File: src/common/fetchPkg.sv
package fetchPkg;

    //////////////////////////////////////////////////////////////////////
    // Datapath and memory geometry
    //////////////////////////////////////////////////////////////////////

    // Word and address width
    localparam int XLen        = 32;

    // Instruction ROM, one word per entry
    localparam int RomWords    = 256;
    localparam int RomAddrBits = $clog2(RomWords);

    // Direct-mapped cache, one word per line
    localparam int CacheLines  = 16;
    localparam int IndexBits   = $clog2(CacheLines);
    // Everything above index and byte offset
    localparam int TagBits     = XLen - IndexBits - 2;

    // Refill wait before the line write
    localparam int FillLatency = 2;
    localparam int FillCntBits = $clog2(FillLatency + 1);

    //////////////////////////////////////////////////////////////////////
    // Instruction encoding
    //////////////////////////////////////////////////////////////////////

    // Direct jump, MIPS J format
    localparam logic [5:0] OpJump = 6'b000010;

    typedef logic [XLen-1:0] addrT;

    // Register format fields
    typedef struct packed {
        logic [5:0] opcode;
        logic [4:0] rs;
        logic [4:0] rt;
        logic [4:0] rd;
        logic [4:0] shamt;
        logic [5:0] funct;
    } rFieldsT;

    // Jump format, target is a word index
    typedef struct packed {
        logic [5:0]  opcode;
        logic [25:0] target;
    } jFieldsT;

    // Same 32 bits, two decodings
    typedef union packed {
        rFieldsT rView;
        jFieldsT jView;
    } instrWordT;

endpackage

File: src/icache/icache.sv
module icache (
    input  logic                             Clk,
    input  logic                             rstN,
    input  fetchPkg::addrT                   addr,
    input  logic                             invalidate,
    input  fetchPkg::instrWordT              romData,
    input  logic                             abort,
    output fetchPkg::instrWordT              data,
    output logic                             miss,
    output logic [fetchPkg::RomAddrBits-1:0] romIndex
);
    import fetchPkg::*;

    // Line storage
    logic [TagBits-1:0]    tagArr [CacheLines];
    instrWordT             dataArr [CacheLines];
    logic [CacheLines-1:0] lineValid;

    // Address split
    logic [IndexBits-1:0]  index;
    logic [TagBits-1:0]    tag;

    // Refill sequencer
    logic [FillCntBits-1:0] fillCnt;
    logic                   fillWrite;

    //////////////////////////////////////////////////////////////////////
    // Lookup
    //////////////////////////////////////////////////////////////////////

    assign index    = addr[IndexBits+1:2];
    assign tag      = addr[XLen-1:IndexBits+2];
    // ROM is word indexed, byte offset dropped
    assign romIndex = addr[RomAddrBits+1:2];

    // Data only meaningful when miss is low
    assign data = dataArr[index];
    assign miss = !lineValid[index] || (tagArr[index] != tag);

    //////////////////////////////////////////////////////////////////////
    // Refill
    //////////////////////////////////////////////////////////////////////

    // Line written once the wait has run out
    assign fillWrite = miss && (fillCnt == FillCntBits'(FillLatency))
                       && !abort && !invalidate;

    // Counts miss cycles, restarts on hit, write, abort or invalidate
    always_ff @(posedge Clk or negedge rstN)
    begin
        if (!rstN)
            fillCnt <= '0;
        else if (abort || invalidate || !miss || fillWrite)
            fillCnt <= '0;
        else
            fillCnt <= fillCnt + 1'b1;
    end

    // Program write empties the whole cache
    always_ff @(posedge Clk or negedge rstN)
    begin
        if (!rstN)
            lineValid <= '0;
        else if (invalidate)
            lineValid <= '0;
        else if (fillWrite)
            lineValid[index] <= 1'b1;
    end

    always_ff @(posedge Clk)
    begin
        if (fillWrite)
        begin
            tagArr[index]  <= tag;
            dataArr[index] <= romData;
        end
    end

    // No line written in a program write cycle
    assert property (@(posedge Clk) disable iff (!rstN)
        invalidate |-> !fillWrite);

endmodule

File: config.mk
export PLATFORM = sky130hd
export DESIGN_NAME = icache
export DESIGN_NICKNAME = d
export VERILOG_FILES = /design/src/common/fetchPkg.sv /design/src/icache/icache.sv
export SDC_FILE = /design/constraint.sdc
export NUM_CORES = 1
export LEC_CHECK = 0
export BUFFER_PORTS_ARGS = -buffer_cell sky130_fd_sc_hd__buf_2
export CAP_MARGIN = 40
export CORE_UTILIZATION = 55
export DETAILED_ROUTE_END_ITERATION = 7
export HOLD_SLACK_MARGIN = 0.1
export PLACE_DENSITY = 0.75
export SYNTH_ARGS = -nofsm -noshare
export SYNTH_HDL_FRONTEND = slang
export SYNTH_SLANG_ARGS = --single-unit
File: constraint.sdc
create_clock -name Clk -period 6.36 [get_ports Clk]
set_input_delay 1.272 -clock Clk [delete_from_list [all_inputs] [get_ports Clk]]
set_output_delay 1.272 -clock Clk [all_outputs]
set_load 0.02 [all_outputs]
# Yosys cells after proc, flatten, opt, wreduce, memory -nomap -nowiden
# Memory sizes are Yosys's and may differ from the RTL's.
# Cells that the tools add are included.
op_classes:
  n_addsub: 1
  magnitude_cmp: 2
  eq_ne: 2
  mux: 9
  bitwise_logic: 1
  reduce_logical: 13
op_table:
  columns: ["op", "count"]
  rows:
  - ["2-to-1 mux 16 bit", 2]
  - ["inequality test 26 bit", 1]
  - ["OR 16 bit", 1]
  - ["< comparator 4 x 5 -> 1 bit, second input constant", 1]
  - ["binary-select mux 1 bit (select 4 bit)", 1]
  - ["demux 1 bit (select 4 bit)", 1]
  - [">= comparator 4 x 1 -> 1 bit, second input constant", 1]
  - ["logical AND 1 bit", 4]
  - ["zero test 1 bit", 4]
  - ["logical OR 1 bit", 4]
  - ["2-to-1 mux 1 bit", 4]
  - ["adder 2 x 1 -> 2 bit, second input constant", 1]
  - ["equality test 2 bit, second input constant", 1]
  - ["2-to-1 mux 2 bit", 1]
  - ["nonzero test 2 bit", 1]
word_totals:
  regBits: 18
  ramBits: 928
  input_bits: 68
  output_inout_bits: 41
  elab_cells: 32
  mem_count: 2
memory_table:
  columns: ["name", "words", "word_bits", "rd", "rd_clocked_by_memory_dff", "write_ports", "line_no", "source"]
  rows:
  - ["dataArr", 16, 32, 1, 0, 1, "icache.sv:16", "instrWordT dataArr [CacheLines];"]
  - ["tagArr", 16, 26, 1, 0, 1, "icache.sv:15", "logic [TagBits-1:0] tagArr [CacheLines];"]

# Depth between registers and ports, before layout
logic_depth:
  word_depth: 9
  depth_mapped: 13
  depth_no_buf: 8

# Worst setup path after synthesis
# No wires, ideal clock.
synth_timing:
  kind: "in2reg"
  start: "input port addr[5]"
  end: "memory dataArr[12][0] in the netlist's numbering (enable)"
  setup_time_ns: 0.545
  t_arrival_ns: 6.951
  t_required_ns: 5.815
  setup_slack_ns: -1.136
  path_stages: 10
  n_path_buf: 3
  path_cell_list: "buf_2 -> buf_2 -> buf_2 -> mux4_2 -> a221oi_1 -> xnor2_1 -> nor2_1 -> o211ai_1 -> nor4_2 -> nor3_1"
synth_between:
  elab_chain_len: 9
  word_cells_on_any_way: 11
  classes_between: "1 x eq/ne; 4 x mux; 5 x reduce/logical; 1 x memory"
synth_rtl:
  columns: ["element", "line_no", "source"]
  rows:
  - ["start: declaration", "icache.sv:4", "input fetchPkg::addrT addr,"]
  - ["branches (longest 9 deep; another with memory read (16 x 26 bit))", null, null]
  - ["end: declaration", "icache.sv:16", null]
# Parallel ways; which one is timed is not known. The select of a mux whose other input is x is not followed.

# Final worst setup path
layout_timing:
  start: "input port addr[5]"
  end: "output port miss"
layout_between:
  elab_chain_len: 4
  word_cells_on_any_way: 6
  classes_between: "1 x eq/ne; 2 x mux; 2 x reduce/logical; 1 x memory"
layout_rtl:
  columns: ["element", "line_no", "source"]
  rows:
  - ["branches (longest 3 deep; another with memory read (16 x 26 bit))", null, null]
  - ["logical OR 1 bit (*)", "icache.sv:38", "assign miss = !lineValid[index] || (tagArr[index] != tag);"]
  - ["end: declaration", "icache.sv:9", "output logic miss,"]
# Mark *: on every way between the ends. The select of a mux whose other input is x is not followed.

==> metrics <==
Hold WS 458 ps; DR WL/cell roughly 28 µm; final setup violation count 0; Max Clock Freq roughly 170 MHz; most used flip-flop cell after synthesis edfxtp_1; worst r2r dst dataArr[10][9]$_DFFE_PP_; Hold EP fillCnt[0]$_DFF_PN0_; most frequent CP cell buf_4; # fillers 4298; period utilisation layout a little over nine tenths; post_cts resized 0; Yosys top cell area share between 70% and 80%; DR pass1 iterations 5; worst reg2reg path depth 10; most numerous cell in the Yosys netlist edfxtp_1; unrepaired setup endpoints after global routing false; Mapped Cells roughly 1.6k; Crit-path slowest cell nor4_1; Max clock buf depth 3; GR Overflow Total 0; crit-path cells buf_6 > buf_4 > mux2i_1 > a22o_1 > a221oi_1 > xor2_1 > nor4_1 > o21ai_0 > nor4_2 > buf_4 > inv_1 > buf_2; DRT iter0 DRCs 1971; syn_nets approximately 1.7k; CP max stage delay approximately 660 ps; Commonest cells post-synth 928 x edfxtp_1, 224 x mux4_2, 111 x mux2i_1, 36 x buf_2, 26 x clkbuf_1; Post-CTS Hold Buffers 0; Peak supply drop around 0.27 mV; Vias/cell approximately 6.3; met2 usage between 30% and 40%; clock sinks 946; GRT met1 Usage 32.8%; reg-to-reg slack, setup ~2100 ps; fraction of layout cells with a size suffix above 1 29.6%; type of the worst setup path input port to output port; Async SR Flop Fraction 1.90%; met3 Use GR approximately 4.3%; number of global-route vias before repair between 15k and 20k; xor/xnor cell area share of the yosys netlist less than 1%; crit end category output port; via count about 17k; Routed WL about 77000 µm; Antenna Violating Nets Remaining 0; leakage around 0.013 µW; die width 260 µm; Pwr Density just over 300 nW/µm²; simple-gate share of the synthesized area ~1.3%; crit path max fanout 46; I/O pin cnt 109; final hold vios 0; cell taking the most area after synthesis edfxtp_1; largest net degree at the start of global routing slightly above 90; Num CTS Buffers 90; post-CTS setup buffers 0; Placer Congestion between 0.8 and 0.9; Yosys cell types between 50 and 60; Slew Viols, Final 0; CTS root buf clkbuf_16; Initial Util approximately 56%; HP Start fillCnt[0]$_DFF_PN0_; H-tree level count 3; Setup TNS 0 ps; Critical Path Start Type input port; TritonCTS clock tree built; largest family of logic cells by synthesized area multiplexers; Syn Area/Cell roughly 23 µm²; final net count ~1.9k; Multi-input gate area just under 8000 µm²; I/O Buffers 106; Critical Path AT around 4700 ps; synth top area cells edfxtp_1 76%, mux4_2 14%, mux2i_1 3.0%; first-pass GRT wire length 115000 µm; die height between 200 and 300 µm; clock skew 34.1 ps; Tightest Pin Transition between 900 and 1000 ps; DRC 0; Die Area 67600 µm²; register area around 28000 µm²; CP Data Required Time approximately 5100 ps; core footprint around 66000 µm²; post-layout min period 5970 ps; slew margin rel. about two fifths; hold depth 1; grt peak-use layer met2; initial antenna violation count 8; Clock transition at path regs 60 ps; post-synthesis sequential area ratio 77.3%; Skew-Pair Late Insertion Delay roughly 650 ps; Site Rows 94; Compound-Gate Fraction of Synth Area under 10%; post-synthesis mux area share 17.1%; gr usage total between 20% and 30%; EDFF count, synth a little over 900; Max Cap Viol 0; synthesis-to-layout area growth 13.5%; worst hold path type flip-flop to flip-flop; Synth Area in Adders less than 1%; Synth Register Bits roughly 950; Syn. warnings 0; dpl hpwl 41400 µm; reg2reg start tagArr[11][0]$_DFFE_PP_; Mapped Area approximately 37000 µm²; status finished, final reports clean
==> cells in the final DEF, fill, tap and decap left out, types with 17 or more instances in the layout <==
| cell | instances |
|---|---|
| buf_12 | 22 |
| buf_2 | 102 |
| buf_4 | 44 |
| clkbuf_16 | 92 |
| clkinv_1 | 23 |
| dfrtp_1 | 18 |
| edfxtp_1 | 928 |
| inv_1 | 21 |
| mux2i_1 | 111 |
| mux4_2 | 224 |
| nand2_1 | 20 |
| o22ai_1 | 17 |
| xor2_1 | 21 |
==> cell type report <==
type / instances / area share [%]
flip-flops and latches: 946 / 68.1
repair buffers: 172 / 3.25
diodes: 2 / 0.0120
multi-input cells: 559 / 18.9
inverters: 21 / 0.190
well taps: 864 / 2.60
clock buffers: 110 / 5.75
clock inverters: 54 / 1.22
==> routing by layer <==
layer,share of wire [%],vias to the layer above
li1,-,7178
met1,40,9152
met2,50,781
met3,7.9,118
met4,1.9,10
met5,0.071,-
==> stage by stage <==
stage | total power, µW | utilization, % | cells | cell area [µm²] | setup slack (ps)
after floorplan | 7360 | - | 1616 | 36600 | 270
after global placement | 7560 | 58.5 | 2555 | 38500 | 568
after detailed placement | 7570 | 58.7 | 2562 | 38700 | 448
after CTS | 12800 | 63.1 | 2726 | 41600 | 442
after global routing | 13000 | 63.1 | 2726 | 41600 | 218
final | 12700 | 63.2 | 2728 | 41600 | 388
==> worst max-delay path by stage <==
| stage | endpoint | slack [ps] | start | depth (start not counted) |
|---|---|---|---|---|
| final | miss | 390 | addr[5] | 12 |
| after detailed placement | miss | 450 | addr[5] | 12 |
| after floorplan | dataArr[13][0]$_DFFE_PP_ | 270 | addr[2] | 12 |
| after global placement | miss | 570 | addr[5] | 12 |
| after CTS | miss | 440 | addr[5] | 12 |
| after global routing | miss | 220 | addr[5] | 12 |
==> worst max-delay path: cells and delay by family <==
kind / cells / cell delay, ps
buffers and inverters: 5 / 1330
AND/OR/NAND/NOR: 2 / 1000
AO/OA/AOI/OAI: 3 / 800
multiplexers: 1 / 130
XOR/XNOR: 1 / 120
==> registers in the layout, summed over array words and instances, names as in the netlist <==
register / flops
dataArr: 512
tagArr: 416
lineValid: 16
fillCnt: 2
==> report_power, final <==
group          internal (µW)  leakage, µW  total [µW]  switching, µW
clock network           3030      0.00140        5250           2210
logic                    244      0.00349         594            350
registers               6840      0.00859        6840           1.30
total                  10100       0.0135       12700           2570
==> logic make-up after synthesis <==
kind of cell | Yosys count
compound gates | 92
flops | 946
fa+ha+maj | 1
mux | 342
simple gates | 88
buf+inv | 111
xor+xnor | 36
Power figures use the tool's default switching activity.
