<file path="src/common/fetchPkg.sv">
package fetchPkg;

    //////////////////////////////////////////////////////////////////////
    // Datapath and memory geometry
    //////////////////////////////////////////////////////////////////////

    // Word and address width
    localparam int XLen        = 32;

    // Instruction ROM, one word per entry
    localparam int RomWords    = 256;
    localparam int RomAddrBits = $clog2(RomWords);

    // Direct-mapped cache, one word per line
    localparam int CacheLines  = 16;
    localparam int IndexBits   = $clog2(CacheLines);
    // Everything above index and byte offset
    localparam int TagBits     = XLen - IndexBits - 2;

    // Refill wait before the line write
    localparam int FillLatency = 2;
    localparam int FillCntBits = $clog2(FillLatency + 1);

    //////////////////////////////////////////////////////////////////////
    // Instruction encoding
    //////////////////////////////////////////////////////////////////////

    // Direct jump, MIPS J format
    localparam logic [5:0] OpJump = 6'b000010;

    typedef logic [XLen-1:0] addrT;

    // Register format fields
    typedef struct packed {
        logic [5:0] opcode;
        logic [4:0] rs;
        logic [4:0] rt;
        logic [4:0] rd;
        logic [4:0] shamt;
        logic [5:0] funct;
    } rFieldsT;

    // Jump format, target is a word index
    typedef struct packed {
        logic [5:0]  opcode;
        logic [25:0] target;
    } jFieldsT;

    // Same 32 bits, two decodings
    typedef union packed {
        rFieldsT rView;
        jFieldsT jView;
    } instrWordT;

endpackage

</file>
<file path="src/common/predictIf.sv">
interface predictIf (
    input logic Clk
);
    import fetchPkg::*;

    // Fetch side
    addrT      fetchAddr;
    instrWordT instr;

    // Prediction, valid in the same cycle
    addrT      target;
    logic      taken;

    modport fetchSide (
        output fetchAddr,
        output instr,
        input  target,
        input  taken
    );

    // Clock only for checks in the predictor
    modport predictorSide (
        input  Clk,
        input  fetchAddr,
        input  instr,
        output target,
        output taken
    );

endinterface

</file>
<file path="src/fetch/pcUpdate.sv">
module pcUpdate (
    input  logic                Clk,
    input  logic                rstN,
    input  logic                flushPipeAndPc,
    input  fetchPkg::addrT      jmpAddr,
    input  logic                pcStall,
    input  logic                ifIdStall,
    input  logic                ifIdFlush,
    input  fetchPkg::instrWordT cacheData,
    input  logic                cacheMiss,
    output fetchPkg::addrT      cacheAddr,
    output fetchPkg::addrT      pc,
    output fetchPkg::addrT      instrAddr,
    output fetchPkg::instrWordT ir,
    output logic                irValid,
    predictIf.fetchSide         pred
);
    import fetchPkg::*;

    addrT fetchAddr;
    addrT seqAddr;
    addrT nextFetchAddr;
    logic holdAddr;
    logic loadBubble;
    logic loadWord;

    //////////////////////////////////////////////////////////////////////
    // Fetch address
    //////////////////////////////////////////////////////////////////////

    // Cache and predictor both see the current address
    assign cacheAddr      = fetchAddr;
    assign pred.fetchAddr = fetchAddr;
    assign pred.instr     = cacheData;

    assign seqAddr  = fetchAddr + addrT'(4);
    // Miss holds too, the word is not there yet
    assign holdAddr = pcStall || ifIdStall || cacheMiss;

    // Flush beats stall, stall beats prediction
    always_comb
    begin
        if (flushPipeAndPc)
            nextFetchAddr = jmpAddr;
        else if (holdAddr)
            nextFetchAddr = fetchAddr;
        else if (pred.taken)
            nextFetchAddr = pred.target;
        else
            nextFetchAddr = seqAddr;
    end

    always_ff @(posedge Clk or negedge rstN)
    begin
        if (!rstN)
            fetchAddr <= '0;
        else
            fetchAddr <= nextFetchAddr;
    end

    //////////////////////////////////////////////////////////////////////
    // Fetch register
    //////////////////////////////////////////////////////////////////////

    // Bubble on a redirect, on a local flush, or while missing
    // ifIdStall freezes everything except a redirect
    assign loadBubble = flushPipeAndPc || (!ifIdStall && (ifIdFlush || cacheMiss));
    assign loadWord   = !flushPipeAndPc && !ifIdStall && !ifIdFlush && !cacheMiss;

    always_ff @(posedge Clk or negedge rstN)
    begin
        if (!rstN)
            irValid <= 1'b0;
        else if (loadBubble)
            irValid <= 1'b0;
        else if (loadWord)
            irValid <= 1'b1;
    end

    // Address fields kept on a bubble, only ir is cleared
    always_ff @(posedge Clk)
    begin
        if (loadBubble)
        begin
            ir <= '0;
        end
        else if (loadWord)
        begin
            ir        <= cacheData;
            instrAddr <= fetchAddr;
            // Sequential PC for decode
            pc        <= seqAddr;
        end
    end

    // Fetch never leaves word alignment
    assert property (@(posedge Clk) disable iff (!rstN)
        fetchAddr[1:0] == 2'b00);

    // Redirect always drops the word in flight
    assert property (@(posedge Clk) disable iff (!rstN)
        flushPipeAndPc |=> !irValid);

endmodule

</file>
<file path="src/flat_wrapper.sv">
// flat-port wrapper written by rule: the top's interface ports become plain ports
module pcUpdate_flat import fetchPkg::*;
  (Clk, rstN, flushPipeAndPc, jmpAddr, pcStall, ifIdStall, ifIdFlush, cacheData, cacheMiss, cacheAddr, pc, instrAddr, ir, irValid, pred_fetchAddr, pred_instr, pred_target, pred_taken);
  predictIf pred_i (.Clk(Clk));
  input  logic Clk;
  input  logic rstN;
  input  logic flushPipeAndPc;
  input  fetchPkg::addrT jmpAddr;
  input  logic pcStall;
  input  logic ifIdStall;
  input  logic ifIdFlush;
  input  fetchPkg::instrWordT cacheData;
  input  logic cacheMiss;
  output fetchPkg::addrT cacheAddr;
  output fetchPkg::addrT pc;
  output fetchPkg::addrT instrAddr;
  output fetchPkg::instrWordT ir;
  output logic irValid;
  output wire logic [$bits(pred_i.fetchAddr)-1:0] pred_fetchAddr;
  output wire logic [$bits(pred_i.instr)-1:0] pred_instr;
  input wire logic [$bits(pred_i.target)-1:0] pred_target;
  input wire logic [$bits(pred_i.taken)-1:0] pred_taken;
  assign pred_fetchAddr = pred_i.fetchAddr;
  assign pred_instr = pred_i.instr;
  assign pred_i.target = pred_target;
  assign pred_i.taken = pred_taken;
  pcUpdate u_core (.Clk(Clk), .rstN(rstN), .flushPipeAndPc(flushPipeAndPc), .jmpAddr(jmpAddr), .pcStall(pcStall), .ifIdStall(ifIdStall), .ifIdFlush(ifIdFlush), .cacheData(cacheData), .cacheMiss(cacheMiss), .cacheAddr(cacheAddr), .pc(pc), .instrAddr(instrAddr), .ir(ir), .irValid(irValid), .pred(pred_i));
endmodule
</file>
<file path="config.mk">
export PLATFORM = sky130hd
export DESIGN_NAME = pcUpdate_flat
export DESIGN_NICKNAME = d
export VERILOG_FILES = /design/src/common/fetchPkg.sv /design/src/common/predictIf.sv /design/src/fetch/pcUpdate.sv /design/src/flat_wrapper.sv
export SDC_FILE = /design/constraint.sdc
export NUM_CORES = 1
export LEC_CHECK = 0
export ABC_AREA = 1
export BUFFER_PORTS_ARGS = -buffer_cell sky130_fd_sc_hd__clkbuf_2
export CORE_MARGIN = 3
export CORE_UTILIZATION = 25
export CTS_CLUSTER_DIAMETER = 150
export DETAILED_ROUTE_END_ITERATION = 6
export SLEW_MARGIN = 20
export SYNTH_ARGS = -nofsm -noshare
export SYNTH_HDL_FRONTEND = slang
export SYNTH_SLANG_ARGS = --single-unit
export TNS_END_PERCENT = 10
</file>
<file path="constraint.sdc">
create_clock -name Clk -period 2.1 [get_ports Clk]
set_clock_uncertainty 0.2 [all_clocks]
set_input_delay 0.21 -clock Clk [delete_from_list [all_inputs] [get_ports Clk]]
set_output_delay 0.21 -clock Clk [all_outputs]
set_load 0.005 [all_outputs]
</file>
After elaboration in Yosys (flattened, before gate mapping)
Index checks and enable logic that the tools add are counted.
{"block": "classes", "n_shift": 0, "n_mux": 5, "div": 0, "n_eq_ne": 1, "magnitude_cmp": 0, "multipliers": 0, "n_bitwise": 1, "addsub": 1, "n_reduce_logical": 14}
{"operator": "$mux W32", "n": 3}
{"operator": "$add A32 B3 Y32 const B", "n": 1}
{"operator": "$logic_and A1 B1 Y1", "n": 4}
{"operator": "$logic_not A1 Y1", "n": 4}
{"operator": "$logic_or A1 B1 Y1", "n": 4}
{"operator": "$mux W1", "n": 2}
{"operator": "$ne A2 B2 Y1 const B", "n": 1}
{"operator": "$reduce_and A2 Y1", "n": 1}
{"operator": "$reduce_bool A2 Y1", "n": 1}
{"operator": "$not A1 Y1", "n": 1}
{"block": "word_totals", "mem_bits_rw": 0, "mem_bits_ro": 0, "wordCells": 27, "ff_bits": 129, "output_inout_bits": 193, "mem_count": 0, "latch_bits": 0, "input_bits": 104}

Logic depth before layout (Yosys ltp)
Gate-level depths: netlist of the first run.
{"block": "depth", "ltp_word": 6, "mapped_depth": 10, "mapped_depth_nobuf": 10}

Worst setup path after synthesis of the first run
Ideal clock, no wire load.
{"block": "synth_timing", "path_type": "input to register", "startpoint": "input port flushPipeAndPc", "endpoint": "register u_core.instrAddr[0] (enable)", "cell_stages": 6, "setup_slack_ps": -518, "t_required_ps": 1484, "setup_ps": 416, "path_buffers": 1, "t_arrival_ps": 2002, "path_cell_list": "inv_2 nand2_1 nand2_1 nand2_1 buf_4 inv_1"}
{"block": "synth_via", "elab_chain_cells": 5, "elab_cells_between_ends": 7, "classes_between": "bitwise: 1; reduce/logical: 6"}
{"element": "start: declaration", "line": "flat_wrapper.sv:7", "text": "input logic flushPipeAndPc;"}
{"element": "$logic_not A1 Y1", "line": "pcUpdate.sv:68", "text": "assign loadWord = !flushPipeAndPc && !ifIdStall && !ifIdFlush && !cacheMiss;"}
{"element": "$logic_and A1 B1 Y1 (3 in series)", "line": "pcUpdate.sv:68"}
{"element": "$reduce_and A2 Y1 (no source line) (*)"}
{"element": "end signal: assignment", "line": "pcUpdate.sv:90", "text": "instrAddr <= fetchAddr;"}
{"element": "end: declaration", "line": "pcUpdate.sv:13", "text": "output fetchPkg::addrT instrAddr,"}
Mark *: on every way between the ends. The rest lies on a longest branch, timed or not.
A chain may end at the register's enable or synchronous reset.

Final worst setup path of the first run
{"block": "layout_timing", "startpoint": "input port jmpAddr[1]", "endpoint": "register u_core.fetchAddr[1] (netlist: u_core.cacheAddr[1])"}
{"block": "layout_via", "elab_chain_cells": 1}
{"element": "start: declaration", "line": "flat_wrapper.sv:8", "text": "input fetchPkg::addrT jmpAddr;"}
{"element": "$mux W32", "line": "pcUpdate.sv:43", "text": "if (flushPipeAndPc)"}
{"element": "end signal: assignment", "line": "pcUpdate.sv:58", "text": "fetchAddr <= nextFetchAddr;"}
{"element": "end: declaration", "line": "pcUpdate.sv:20", "text": "addrT fetchAddr;"}
Every way passes these cells.

==> results.md, run 1 <==
Run status:
- The run finished with clean final reports.

Detailed routing:
- After detailed routing, the average wire length per cell comes to 16.3 um.
- The count of routing violations after the opening detailed-route iteration is between 300 and 400.
- The mean number of vias per cell is 4.34.
- The first TritonRoute pass finished after 4 iterations.
- The detailed-route DRC error count is 0.
- The aggregate routed wire length is about 22,000 um.
- The remaining antenna violation count after routing is 0.
- The number of vias after detailed routing is roughly 6k.

Placement:
- The total instance count after detailed placement is about 1.2k.
- The wire-length estimate of the detail-placed layout is roughly 16,000 um.
- The routability-driven placement congestion ratio is approximately 0.84.
- Input and output buffers added on the ports amount to 296.
- OpenSTA, run right after detailed placement, puts the worst setup slack at ~0.13 ns.

STA:
- Setup repair after global routing left no endpoint under its margin.
- The final total negative setup slack is 0 ns.
- On the final layout, the worst hold slack is ~0.0057 ns.
- The share of the cycle needed by the critical path after routing is 0.983.
- The setup violation total in the final timing report is 0.
- The final hold violation count is 0.
- At the pin with the least slew margin, the transition time is between 0.8 and 0.9 ns.
- The remaining max-slew budget at the tightest pin is 0.407.
- The time the final worst path needs with I/O delays and setup is between 2 and 2.5 ns.
- The number of max-slew violations in the final report is 0.
- The highest clock frequency the design can meet is 484 MHz.
- Across all setup checks in the final design, the least slack found is between 0.03 and 0.04 ns.

Setup path:
- The critical-path maximum fanout is 1.
- The startpoint-to-endpoint class of the critical path is in -> reg.
- The cell with the most instances on the worst path is sky130_fd_sc_hd__dlygate4sd3_1.
- The cell family contributing the most delay on the critical path is buffers and inverters.
- The critical path data required time is between 2 and 2.5 ns.
- The nature of the critical path startpoint is an input pin.
- The maximum single-stage delay on the critical path is about 0.57 ns.
- The arrival time of data at the critical path endpoint is 2.16 ns.
- The critical path contains buffers and inverters numbering 4 combined.
- The cell with the biggest individual delay on the critical path is sky130_fd_sc_hd__dlygate4sd3_1.
- STA classifies the critical path endpoint as a flip-flop.
- The signal on the critical path passes through dlygate4sd3_1 -> clkbuf_2 -> nand2_1 -> dlygate4sd3_1 -> nand3_1 -> dlygate4sd3_1.

Synthesis:
- The post-synthesis sequential element count is 127.
- The sequential share of the synthesized area is 0.548.
- The post-synth net total is 803.
- The simple-gate share of the synthesized area is 0.227.
- Of the total synthesized cell area, the portion taken by XOR and XNOR cells is 0.0115.
- The count of different cell masters after synthesis is 27.
- The count of warnings emitted by yosys is 0.
- Of the total synthesized cell area, the portion taken by full adders, half adders and majority gates is 0.00206.
- The synthesized area is approximately 0.0061 mm^2.
- The main combinational cell family by area after synthesis is simple AND/OR/NAND/NOR gates.
- The multiplexer fraction of the synthesized cell area is 0.
- The compound-cell area share of the yosys netlist came to 0.0845.
- Synthesis produced ~700 cells.
- The mean instance size in the synthesized netlist is a little under 9 um^2.

Clock network:
- The tree is rooted in a sky130_fd_sc_hd__clkbuf_16.
- The number of buffers created by CTS is 17.
- The TritonCTS clock tree is done.
- The buffer count from post-CTS setup fixing is 0.
- The longest clock path from root to sink contains 2 buffers.
- The H-tree generated during clock tree synthesis spans 4 levels.
- The worst-skew pair later-pin latency is 0.41 ns.
- The clock drives about 130 sinks.
- The clock edge transition at the registers on the reported setup and hold paths is about 0.060 ns.

Layout:
- Summing all multi-input logic gate instances after layout gives between 0.002 and 0.0025 mm^2.
- The area of all sequential standard cells is ~0.0033 mm^2.
- Compared with the post-synthesis result, the final layout area differs by 45.2%.
- The count of nets after finishing is roughly 1.1k.
- The post-route non-filler standard cell count is 1,344.
- The repair_antennas step left the layout with diodes totalling 0.
- After filler insertion, the fill cell instance count of the layout stands at approximately 2.5k.
- Of the cells placed in the final design, the portion with a size suffix greater than 1 is 0.358.

Power and ir drop:
- In this run the power spent charging and discharging nets is between 2 and 2.5 mW.
- The total design power is approximately 7.2 mW.
- IR analysis of the VDD net gives a maximum drop of 480 uV.
- In this run the static leakage power is between 4 and 5 nW.
- Cell internal power was estimated by the tool at a little over 5 mW.
- In this run the power density over the cells is about 820 mW/mm^2.
- Of the total power, combinational logic draws 0.180.
- The share of total power dissipated in the clock network is 0.390.
- Of the total power, the share spent switching nets is 0.293.
- The register share of total power is 0.431.

Global route:
- Entering global routing, the biggest net connects 34 pins.
- The initial antenna violation count came to 0.
- The global-route wire length before repair is 32,200 um.
- The combined global-route utilization of all metal layers is 0.162.
- The number of global-route vias before repair came to 5,683.
- Global routing finished with a remaining overflow of 0.

Die:
- The count of standard-cell rows is 56.
- The die covers approximately 0.026 mm^2.
- In this run the horizontal extent of the chip is ~160 um.
- The placeable core region is about 0.024 mm^2.
- The initial utilization of the core area, before any placement, comes to 0.256.
- From bottom edge to top edge, the die measures 162 um.
- The I/O pin count is ~300.

Min path:
- The kind of path behind the tightest hold check is in -> reg.

Run:
- Across the run, the number of max-cap violations was 0.
final cells by class:
| class | count | area share |
|---|---|---|
| multi-input combinational | 441 | 0.229 |
| clock buffer | 18 | 0.0487 |
| sequential | 127 | 0.378 |
| tap | 319 | 0.0453 |
| inverter | 41 | 0.0179 |
| timing repair buffer | 384 | 0.267 |
| clock inverter | 14 | 0.0149 |
registers in the layout, summed over array words and instances (netlist names):
name / cells
u_core.instrAddr: 32
u_core.cacheAddr: 32
u_core.ir: 32
u_core.pc: 30
u_core.irValid: 1
per-layer routing:
metal | vias to the layer above | GRT usage | routed length, um
met5 | - | 0 | 0
met4 | 0 | 0.0353 | 116
met3 | 7 | 0.0464 | 1710
met2 | 271 | 0.285 | 10900
met1 | 2708 | 0.197 | 9170
li1 | 2851 | - | -
repair_timing:
| action | in CTS | in global routing |
|---|---|---|
| hold buffers | 69 | 0 |
| setup endpoints to repair | 0 | 16 |
| gates resized for setup | 0 | 3 |
| endpoints found under the hold margin | 84 | 0 |
power groups by stage:
stage	sequential, mW	clock, mW	combinational, mW
6_report	3.12	2.82	1.30
5_1_grt	3.15	3.01	1.45
4_1_cts	3.12	2.90	1.31
3_5_place_dp	3.17	0	1.19
3_3_place_gp	3.17	0	1.19
2_1_floorplan	3.13	0	0.635
placed cells by master (no fill, tap or decap):
master and count:
sky130_fd_sc_hd__clkinv_4 3, sky130_fd_sc_hd__inv_2 1, sky130_fd_sc_hd__clkbuf_16 17, sky130_fd_sc_hd__xnor2_1 1, sky130_fd_sc_hd__clkinv_2 1, sky130_fd_sc_hd__ha_1 1
sky130_fd_sc_hd__dlygate4sd3_1 69, sky130_fd_sc_hd__o21a_1 1, sky130_fd_sc_hd__edfxtp_1 62, sky130_fd_sc_hd__nor3_4 1, sky130_fd_sc_hd__xor2_1 7, sky130_fd_sc_hd__nand2_2 3
sky130_fd_sc_hd__o31ai_1 2, sky130_fd_sc_hd__inv_1 39, sky130_fd_sc_hd__bufinv_16 1, sky130_fd_sc_hd__nand2_1 162, sky130_fd_sc_hd__inv_6 5, sky130_fd_sc_hd__nand3_1 30
sky130_fd_sc_hd__nand2_4 4, sky130_fd_sc_hd__buf_12 3, sky130_fd_sc_hd__o221ai_1 1, sky130_fd_sc_hd__clkbuf_2 296, sky130_fd_sc_hd__nor2_2 6, sky130_fd_sc_hd__nor2_4 5
sky130_fd_sc_hd__clkinvlp_4 4, sky130_fd_sc_hd__dfrtp_2 1, sky130_fd_sc_hd__clkbuf_1 1, sky130_fd_sc_hd__nand3b_1 1, sky130_fd_sc_hd__o21ai_1 7, sky130_fd_sc_hd__and2_1 2
sky130_fd_sc_hd__o21ai_0 53, sky130_fd_sc_hd__dfrtp_1 32, sky130_fd_sc_hd__clkinv_1 1, sky130_fd_sc_hd__buf_4 16, sky130_fd_sc_hd__nor2_1 125, sky130_fd_sc_hd__o22ai_1 29
sky130_fd_sc_hd__dfxtp_1 32
metrics by stage:
step	area, um^2	util
2_1_floorplan	6100	-
3_3_place_gp	7550	0.319
3_5_place_dp	7550	0.319
4_1_cts	8800	0.372
5_1_grt	8820	0.372
6_report	8820	0.372
worst paths after layout:
kind | start | end | slack, ns | depth (start not counted)
max | jmpAddr[1] | u_core.cacheAddr[1] | 0.04 | 6
min | pred_target[19] | u_core.cacheAddr[19] | 0.006 | 5
max reg2reg | u_core.cacheAddr[2] | u_core.cacheAddr[3] | 0.15 | 4
min reg2reg | u_core.irValid | u_core.irValid | 0.28 | 1
max in group asynchronous | rstN | u_core.cacheAddr[10] | 1.09 | 3
min in group asynchronous | rstN | u_core.cacheAddr[29] | 0.08 | 2
worst register-to-register path, cell delays in order (launching register included):
cell and delay, ns:
sky130_fd_sc_hd__dfrtp_2 0.45, sky130_fd_sc_hd__ha_1 0.34, sky130_fd_sc_hd__o22ai_1 0.17, sky130_fd_sc_hd__o31ai_1 0.08, sky130_fd_sc_hd__dlygate4sd3_1 0.58
logic make-up (layout without fill, tap and decap cells):
group | count (synthesis) | in the layout
xor+xnor | 8 | 8
flops | 127 | 127
buf+inv | 131 | 457
compound gates | 93 | 93
fa+ha+maj | 1 | 1
simple gates | 338 | 339
cell usage after synthesis, drive strengths merged:
| library cell | number | area [um^2] |
|---|---|---|
| nand3b | 1 | 7.51 |
| nand2 | 169 | 649 |
| dfrtp | 33 | 826 |
| xor2 | 7 | 61.3 |
| inv | 41 | 154 |
| o21a | 1 | 7.51 |
| nand3 | 30 | 150 |
| and2 | 2 | 12.5 |
| o21ai | 60 | 300 |
| edfxtp | 62 | 1860 |
| dfxtp | 32 | 641 |
| nor2 | 135 | 549 |
| o22ai | 29 | 181 |
| o221ai | 1 | 8.76 |
| buf | 78 | 568 |
| o31ai | 2 | 15.0 |
| xnor2 | 1 | 8.76 |
| ha | 1 | 12.5 |
| clkbuf | 12 | 45.0 |
| nor3 | 1 | 10.0 |
Power figures use the tool's default switching activity.
==> inputs of run 2 (changes only) <==
--- a/config.mk
+++ b/config.mk
@@ -11,6 +11,7 @@
 export CORE_UTILIZATION = 25
 export CTS_CLUSTER_DIAMETER = 150
 export DETAILED_ROUTE_END_ITERATION = 6
+export HOLD_SLACK_MARGIN = 0.05
 export SLEW_MARGIN = 20
 export SYNTH_ARGS = -nofsm -noshare
 export SYNTH_HDL_FRONTEND = slang
==> run 2 against run 1 <==
  * Routed wire length is 0.67% higher
  * Sequential cell count stayed put
  * First-iteration DRC count is 7.3% lower
  * Global-route usage is 0.13 points higher
  * Largest cell class unchanged
  * Clock-buffer cell count stayed put
  * Critical path type unchanged
  * Die area stayed put
  * Critical endpoint unchanged
  * Non-clock buffer count is 19 higher
  * Sequential power hardly changed
==> results.md, run 2 (synthesized netlist as in run 1, its figures left out) <==
Detailed routing:
- The aggregate routed wire length is 22,000 um (+0.67%).
- The number of vias after detailed routing is 5,959 (+2.1%).
- The count of routing violations after the opening detailed-route iteration is 316 (-7.3%).
- The routed length per instance was 16.1 um (-0.74%).
- The mean number of vias per cell is 4.37 (+0.67%).
- The first-pass iteration count of the detailed router is 5 (+1).
- The detailed-route DRC error count is 0 (unchanged).
- The remaining antenna violation count after routing is 0 (unchanged).

Clock network:
- The TritonCTS clock tree is done.
- The H-tree level count was 4 (unchanged).
- The buffer count from post-CTS setup fixing is 0 (unchanged).
- The maximum buffer depth of the clock tree is 2 (unchanged).
- The clock edge transition at the registers on the reported setup and hold paths was 0.07 ns (about the same).
- The clock root buffer is sky130_fd_sc_hd__clkbuf_16.
- The number of buffers created by CTS is 17 (unchanged).
- The worst-skew pair later-pin latency is 0.41 ns (about the same).
- The CTS sink count is 127 (unchanged).

Die:
- The count of standard-cell rows was 56 (unchanged).
- The height of the chip is 162 um (unchanged).
- The I/O pin count is 297 (unchanged).
- The effective utilization at floorplan is 0.256 (unchanged).
- The die width was 162 um (unchanged).
- The total die area is 0.0262 mm^2 (unchanged).
- The placeable core region is 0.0237 mm^2 (unchanged).

Placement:
- The detailed placement HPWL is 16,300 um (unchanged).
- The count of input and output buffers is 296 (unchanged).
- The setup slack at placement came to 0.129 ns (unchanged).
- The total instance count after detailed placement is 1,242 (unchanged).
- The routability-driven placement congestion ratio came to 0.838 (unchanged).

Setup path:
- The worst setup path is captured at a flip-flop.
- The worst register-to-register path ends at u_core.cacheAddr[3].
- The nature of the critical path startpoint is an input pin.
- The critical-path maximum fanout was 1 (unchanged).
- The depth of the worst register-to-register path is 4 (unchanged).
- The setup slack of the most critical reg-to-reg path is 0.15 ns (about the same).
- The startpoint-to-endpoint class of the critical path is in -> reg.
- The critical path data required time is 2.20 ns (about the same).
- The arrival time of data at the critical path endpoint is 2.15 ns (about the same).
- The startpoint identified for the worst register-to-register timing path is u_core.cacheAddr[2].

Power and ir drop:
- The total design power is 7.28 mW (+0.55%).
- The internal power contribution was 5.15 mW (+0.58%).
- The clock network fraction of design power is 0.388 (-0.002).
- The switching share of power is 0.293 (about the same).
- The leakage power total is 4.28 nW (+2.1%).
- The register share of total power came to 0.428 (-0.003).
- The highest ir drop seen on vdd is 483 uV (+0.59%).
- The proportion of power drawn by combinational gates is 0.184 (+0.004).
- The power density relative to cell area is 809 mW/mm^2 (-1.6%).
- The switching power is 2.13 mW (+0.48%).

Global route:
- The number of global-route vias before repair is 5,810 (+2.2%).
- The global-route wire length before repair is 32,600 um (+1.3%).
- The global-route track usage on met1 is 0.198 (+0.00128).
- met2 is the most crowded layer.
- The pin count of the biggest net entering global routing was 34 (unchanged).
- The met3 track utilization from global routing was 0.0462 (-0.000255).
- The met2 usage is 0.285 (-0.000573).
- The final global-route overflow total is 0 (unchanged).
- The combined global-route utilization of all metal layers is 0.163 (+0.00130).
- The initial antenna violation count is 0 (unchanged).

STA:
- The time the final worst path needs with I/O delays and setup came to 2.05 ns (-0.0111 ns).
- The slew at the pin with the worst max-slew slack is 0.887 ns (-0.00229 ns).
- The final total negative setup slack was 0 ns (unchanged).
- The number of max-slew violations in the final report is 0 (unchanged).
- The highest clock frequency the design can meet is 487 MHz (+0.54%).
- Setup repair after global routing left no endpoint under its margin.
- The hold slack is 0.0741 ns (+0.0684 ns).
- The setup violation total in the final timing report was 0 (unchanged).
- The final hold violation count is 0 (unchanged).
- The worst setup margin is 0.0463 ns (+0.0111 ns).
- The share of the cycle needed by the critical path after routing is 0.978 (-0.00529).
- The remaining max-slew budget at the tightest pin is 0.408 (+0.00153).

Layout:
- The library cells used most frequently in the layout, excluding fill and tap cells, are 296 x sky130_fd_sc_hd__clkbuf_2, 162 x sky130_fd_sc_hd__nand2_1, 125 x sky130_fd_sc_hd__nor2_1, 88 x sky130_fd_sc_hd__dlygate4sd3_1, 62 x sky130_fd_sc_hd__edfxtp_1.
- The number of antenna diodes is 0 (unchanged).
- The library cell used most frequently in the layout, excluding fill and tap cells, is sky130_fd_sc_hd__clkbuf_2.
- The layout cell share with drive strength beyond 1 was 0.352 (-0.00652).
- From synthesis to final layout, the design area changed by 48.4%.
- The post-route non-filler standard cell count came to 1,363 (+1.4%).
- The count of nets after finishing came to 1,136 (+1.7%).

Min path:
- The worst hold path belongs to the class in -> async.

Run status:
- The flow ran to the end, and the final reports show no timing, DRC or antenna violations.

Run:
- The number of max-cap violations is 0 (unchanged).
run 2: cell types whose count changed in the layout (fill, tap and decap cells not counted), sizes merged:
cell	previous run	this run
dlygate4sd3	69	88
run 2: how the worst max path moves through the flow:
stage	slack [ns]	end	from	depth (start not counted)
after floorplan	0.003	u_core.instrAddr[0]	flushPipeAndPc	6
after global placement	0.19	u_core.pc[30]	u_core.cacheAddr[2]	8
after detailed placement	0.13	u_core.pc[30]	u_core.cacheAddr[2]	8
after CTS	0.1	u_core.cacheAddr[1]	jmpAddr[1]	6
after global routing	0.03	u_core.cacheAddr[1]	jmpAddr[1]	6
final	0.05	u_core.cacheAddr[1]	jmpAddr[1]	6
run 2: final cells by class:
type / instances / area [um^2]
inverter: 41 / 158
timing repair buffer: 403 / 2540
multi-input combinational: 441 / 2020
clock inverter: 14 / 131
sequential: 127 / 3330
tap: 319 / 399
fill: 2437 / 14700
clock buffer: 18 / 429
run 2: through the flow:
| stage | cell area (um^2) | util |
|---|---|---|
| CTS | 8990 | 0.380 |
| global placement | 7550 | 0.319 |
| finish | 9010 | 0.380 |
| global route | 9010 | 0.380 |
| detailed placement | 7550 | 0.319 |
| floorplan | 6100 | - |
run 2: what timing repair did:
action / 4_1_cts / 5_1_grt
hold buffers: 88 / 0
endpoints found under the hold margin: 92 / 0
gates resized for setup: 0 / 3
setup endpoints to repair: 0 / 16
run 2: metal layers:
| metal | share of wire | wire, um |
|---|---|---|
| met4 | 0.012 | 267 |
| met5 | 0 | 0 |
| met3 | 0.082 | 1800 |
| met2 | 0.49 | 10800 |
| met1 | 0.41 | 9110 |
run 2: power groups by stage:
stage | logic (mW) | registers [mW] | clock network [mW]
global route | 1.49 | 3.15 | 3.01
detailed placement | 1.19 | 3.17 | 0
floorplan | 0.635 | 3.13 | 0
CTS | 1.34 | 3.12 | 2.90
finish | 1.34 | 3.12 | 2.83
global placement | 1.19 | 3.17 | 0
run 2: critical path: stages:
cell	delay (ns)
sky130_fd_sc_hd__dlygate4sd3_1	0.57
sky130_fd_sc_hd__clkbuf_2	0.11
sky130_fd_sc_hd__nand2_1	0.07
sky130_fd_sc_hd__dlygate4sd3_1	0.56
sky130_fd_sc_hd__nand3_1	0.08
sky130_fd_sc_hd__dlygate4sd3_1	0.55
==> inputs of run 3 (changes only) <==
--- a/config.mk
+++ b/config.mk
@@ -8,10 +8,11 @@
 export ABC_AREA = 1
 export BUFFER_PORTS_ARGS = -buffer_cell sky130_fd_sc_hd__clkbuf_2
 export CORE_MARGIN = 3
-export CORE_UTILIZATION = 25
+export CORE_UTILIZATION = 46
 export CTS_CLUSTER_DIAMETER = 150
 export DETAILED_ROUTE_END_ITERATION = 6
 export HOLD_SLACK_MARGIN = 0.05
+export PLACE_DENSITY = 0.8
 export SLEW_MARGIN = 20
 export SYNTH_ARGS = -nofsm -noshare
 export SYNTH_HDL_FRONTEND = slang
==> run 3 against run 2 <==
  * Die area shrank 44%
  * Global-route usage increased by 11 points
  * Clock-buffer cell count grew 10
  * Sequential cell count did not move
  * Worst hold slack got worse by 0.0033 ns
  * Combinational power about the same
  * Routed wire length shrank 10%
  * Sequential share of layout area up 0.58 points
  * First-iteration DRC count grew 39%
  * Design area decreased by 1.6%
  * Critical path type unchanged
==> results.md, run 3 (synthesized netlist as in run 1, its figures left out) <==
Setup path:
- The critical path data required time is 2.19 ns (about the same).
- The startpoint-to-endpoint class of the critical path is in -> reg.
- The depth of the worst register-to-register path was 8 (+4).
- The kind of end point of the critical path is a flip-flop.
- The nature of the critical path startpoint is an input pin.
- The arrival time of data at the critical path endpoint was 2.08 ns (-0.07 ns).
- The critical-path maximum fanout is 1 (unchanged).

Layout:
- The top cell types in the final layout, fill and taps aside, are 296 x sky130_fd_sc_hd__clkbuf_2, 162 x sky130_fd_sc_hd__nand2_1, 126 x sky130_fd_sc_hd__nor2_1, 97 x sky130_fd_sc_hd__dlygate4sd3_1, 62 x sky130_fd_sc_hd__edfxtp_1.
- The layout cell share with drive strength beyond 1 came to 0.341 (-0.0109).
- The most common cell after layout, fill and taps aside is sky130_fd_sc_hd__clkbuf_2.
- The signed area change from the synthesized netlist to the final layout is 46.0%.
- The count of nets after finishing came to 1,140 (+0.35%).
- The filler cell count was 953 (-61%).
- The number of antenna diodes is 0 (unchanged).

STA:
- The number of max-slew violations in the final report came to 0 (unchanged).
- The remaining max-slew budget at the tightest pin was 0.451 (+0.0432).
- The worst setup margin is 0.116 ns (+0.0697 ns).
- Setup repair after global routing left no endpoint under its margin.
- The time the final worst path needs with I/O delays and setup is 1.98 ns (-0.0697 ns).
- The setup violation total in the final timing report came to 0 (unchanged).
- The final hold violation count is 0 (unchanged).
- The share of the cycle needed by the critical path after routing is 0.945 (-0.0332).
- The highest clock frequency the design can meet is 504 MHz (+3.5%).
- The slew at the pin with the worst max-slew slack was 0.822 ns (-0.0648 ns).
- The final total negative setup slack is 0 ns (unchanged).

Clock network:
- The number of gates resized after CTS is 0 (unchanged).
- The worst-skew pair later-pin latency is 0.41 ns (about the same).
- The hold buffer count at cts is 97 (+10%).
- The number of buffers created by CTS came to 17 (unchanged).
- The clock root buffer is sky130_fd_sc_hd__clkbuf_16.
- The clock edge transition at the registers on the reported setup and hold paths is 0.05 ns (-0.02 ns).
- The H-tree level count is 4 (unchanged).
- The TritonCTS clock tree is done.
- The buffer count from post-CTS setup fixing is 0 (unchanged).
- The maximum buffer depth of the clock tree is 2 (unchanged).
- The CTS sink count is 127 (unchanged).

Global route:
- The combined global-route utilization of all metal layers came to 0.272 (+0.109).
- The initial antenna violation count is 0 (unchanged).
- The final global-route overflow total is 0 (unchanged).
- The global-route wire length before repair is 30,600 um (-6.3%).
- The number of global-route vias before repair came to 6,023 (+3.7%).
- The pin count of the biggest net entering global routing was 63 (+85%).

Min path:
- The kind of path behind the tightest hold check is in -> reg.
- The worst hold path was traced through 5 stages.

Placement:
- The detailed placement HPWL is 13,200 um (-19%).
- The count of input and output buffers is 296 (unchanged).
- The routability-driven placement congestion ratio came to 0.862 (+2.8%).
- The setup slack at placement was 0.223 ns (+0.0937 ns).

Detailed routing:
- The detailed-route DRC error count is 0 (unchanged).
- The mean number of vias per cell is 4.97 (+14%).
- The aggregate routed wire length is 19,700 um (-10%).
- The routed length per instance is 16.2 um (+0.28%).
- The first-pass iteration count of the detailed router is 5 (unchanged).
- The number of vias after detailed routing is 6,060 (+1.7%).
- The remaining antenna violation count after routing came to 0 (unchanged).
- The count of routing violations after the opening detailed-route iteration is 439 (+39%).

Die:
- The effective utilization at floorplan is 0.475 (+0.219).
- The placeable core region came to 0.0128 mm^2 (-46%).
- The die width was 121 um (-25%).
- The height of the chip is 121 um (-25%).
- The count of standard-cell rows is 41 (-27%).
- The I/O pin count is 297 (unchanged).
- The total die area is 0.0146 mm^2 (-44%).

Power and ir drop:
- The leakage power total was 4.32 nW (+0.74%).
- The highest ir drop seen on vdd is 494 uV (+2.2%).
- The power density relative to cell area is 814 mW/mm^2 (+0.70%).

Run:
- The number of max-cap violations is 0 (unchanged).

Run status:
- The flow ran to the end, and the final reports show no timing, DRC or antenna violations.
## run 3: per-layer routing
| layer | up-vias | share of wire | track usage |
|---|---|---|---|
| li1 | 2898 | - | - |
| met1 | 2812 | 0.38 | 0.304 |
| met2 | 311 | 0.52 | 0.490 |
| met3 | 39 | 0.081 | 0.0723 |
| met4 | 0 | 0.025 | 0.107 |
| met5 | - | 0 | 0 |
## run 3: power by group
| group | internal, mW | switching (mW) | leakage [nW] |
|---|---|---|---|
| Sequential | 2.89 | 0.231 | 1.24 |
| Clock | 1.77 | 1.02 | 0.285 |
| Combinational | 0.625 | 0.685 | 2.79 |
## run 3: layout make-up
type | count | area (um^2) | area share
Timing Repair Buffer | 408 | 2590 | 0.292
Clock inverter | 4 | 21.3 | 0.00240
Inverter | 41 | 158 | 0.0178
Sequential cell | 127 | 3330 | 0.375
Clock buffer | 28 | 549 | 0.0620
Multi-Input combinational cell | 440 | 2000 | 0.226
Tap cell | 172 | 215 | 0.0243
## run 3: critical path: stages
cell and delay [ns]:
sky130_fd_sc_hd__dlygate4sd3_1 0.54, sky130_fd_sc_hd__clkbuf_2 0.11, sky130_fd_sc_hd__nand2_1 0.05, sky130_fd_sc_hd__dlygate4sd3_1 0.54, sky130_fd_sc_hd__nand3_1 0.07, sky130_fd_sc_hd__dlygate4sd3_1 0.55
## run 3: worst paths after layout
path	from	end	slack [ns]
max	jmpAddr[0]	u_core.cacheAddr[0]	0.12
min	pred_target[7]	u_core.cacheAddr[7]	0.07
max reg2reg	u_core.cacheAddr[3]	u_core.pc[24]	0.18
min reg2reg	u_core.irValid	u_core.irValid	0.28
max in group asynchronous	rstN	u_core.irValid	0.87
min in group asynchronous	rstN	u_core.cacheAddr[25]	0.22
## run 3: stage by stage
stage                      util  instances  instance area (um^2)  total power, mW  hold WS (ns)
after floorplan               -        698                  6100             3.76        -0.286
after global placement    0.573       1091                  7320             4.26         0.112
after detailed placement  0.573       1091                  7320             4.28         0.119
after CTS                 0.694       1220                  8860             7.24        0.0560
after global routing      0.694       1220                  8860             7.55         0.121
final                     0.694       1220                  8860             7.22        0.0708
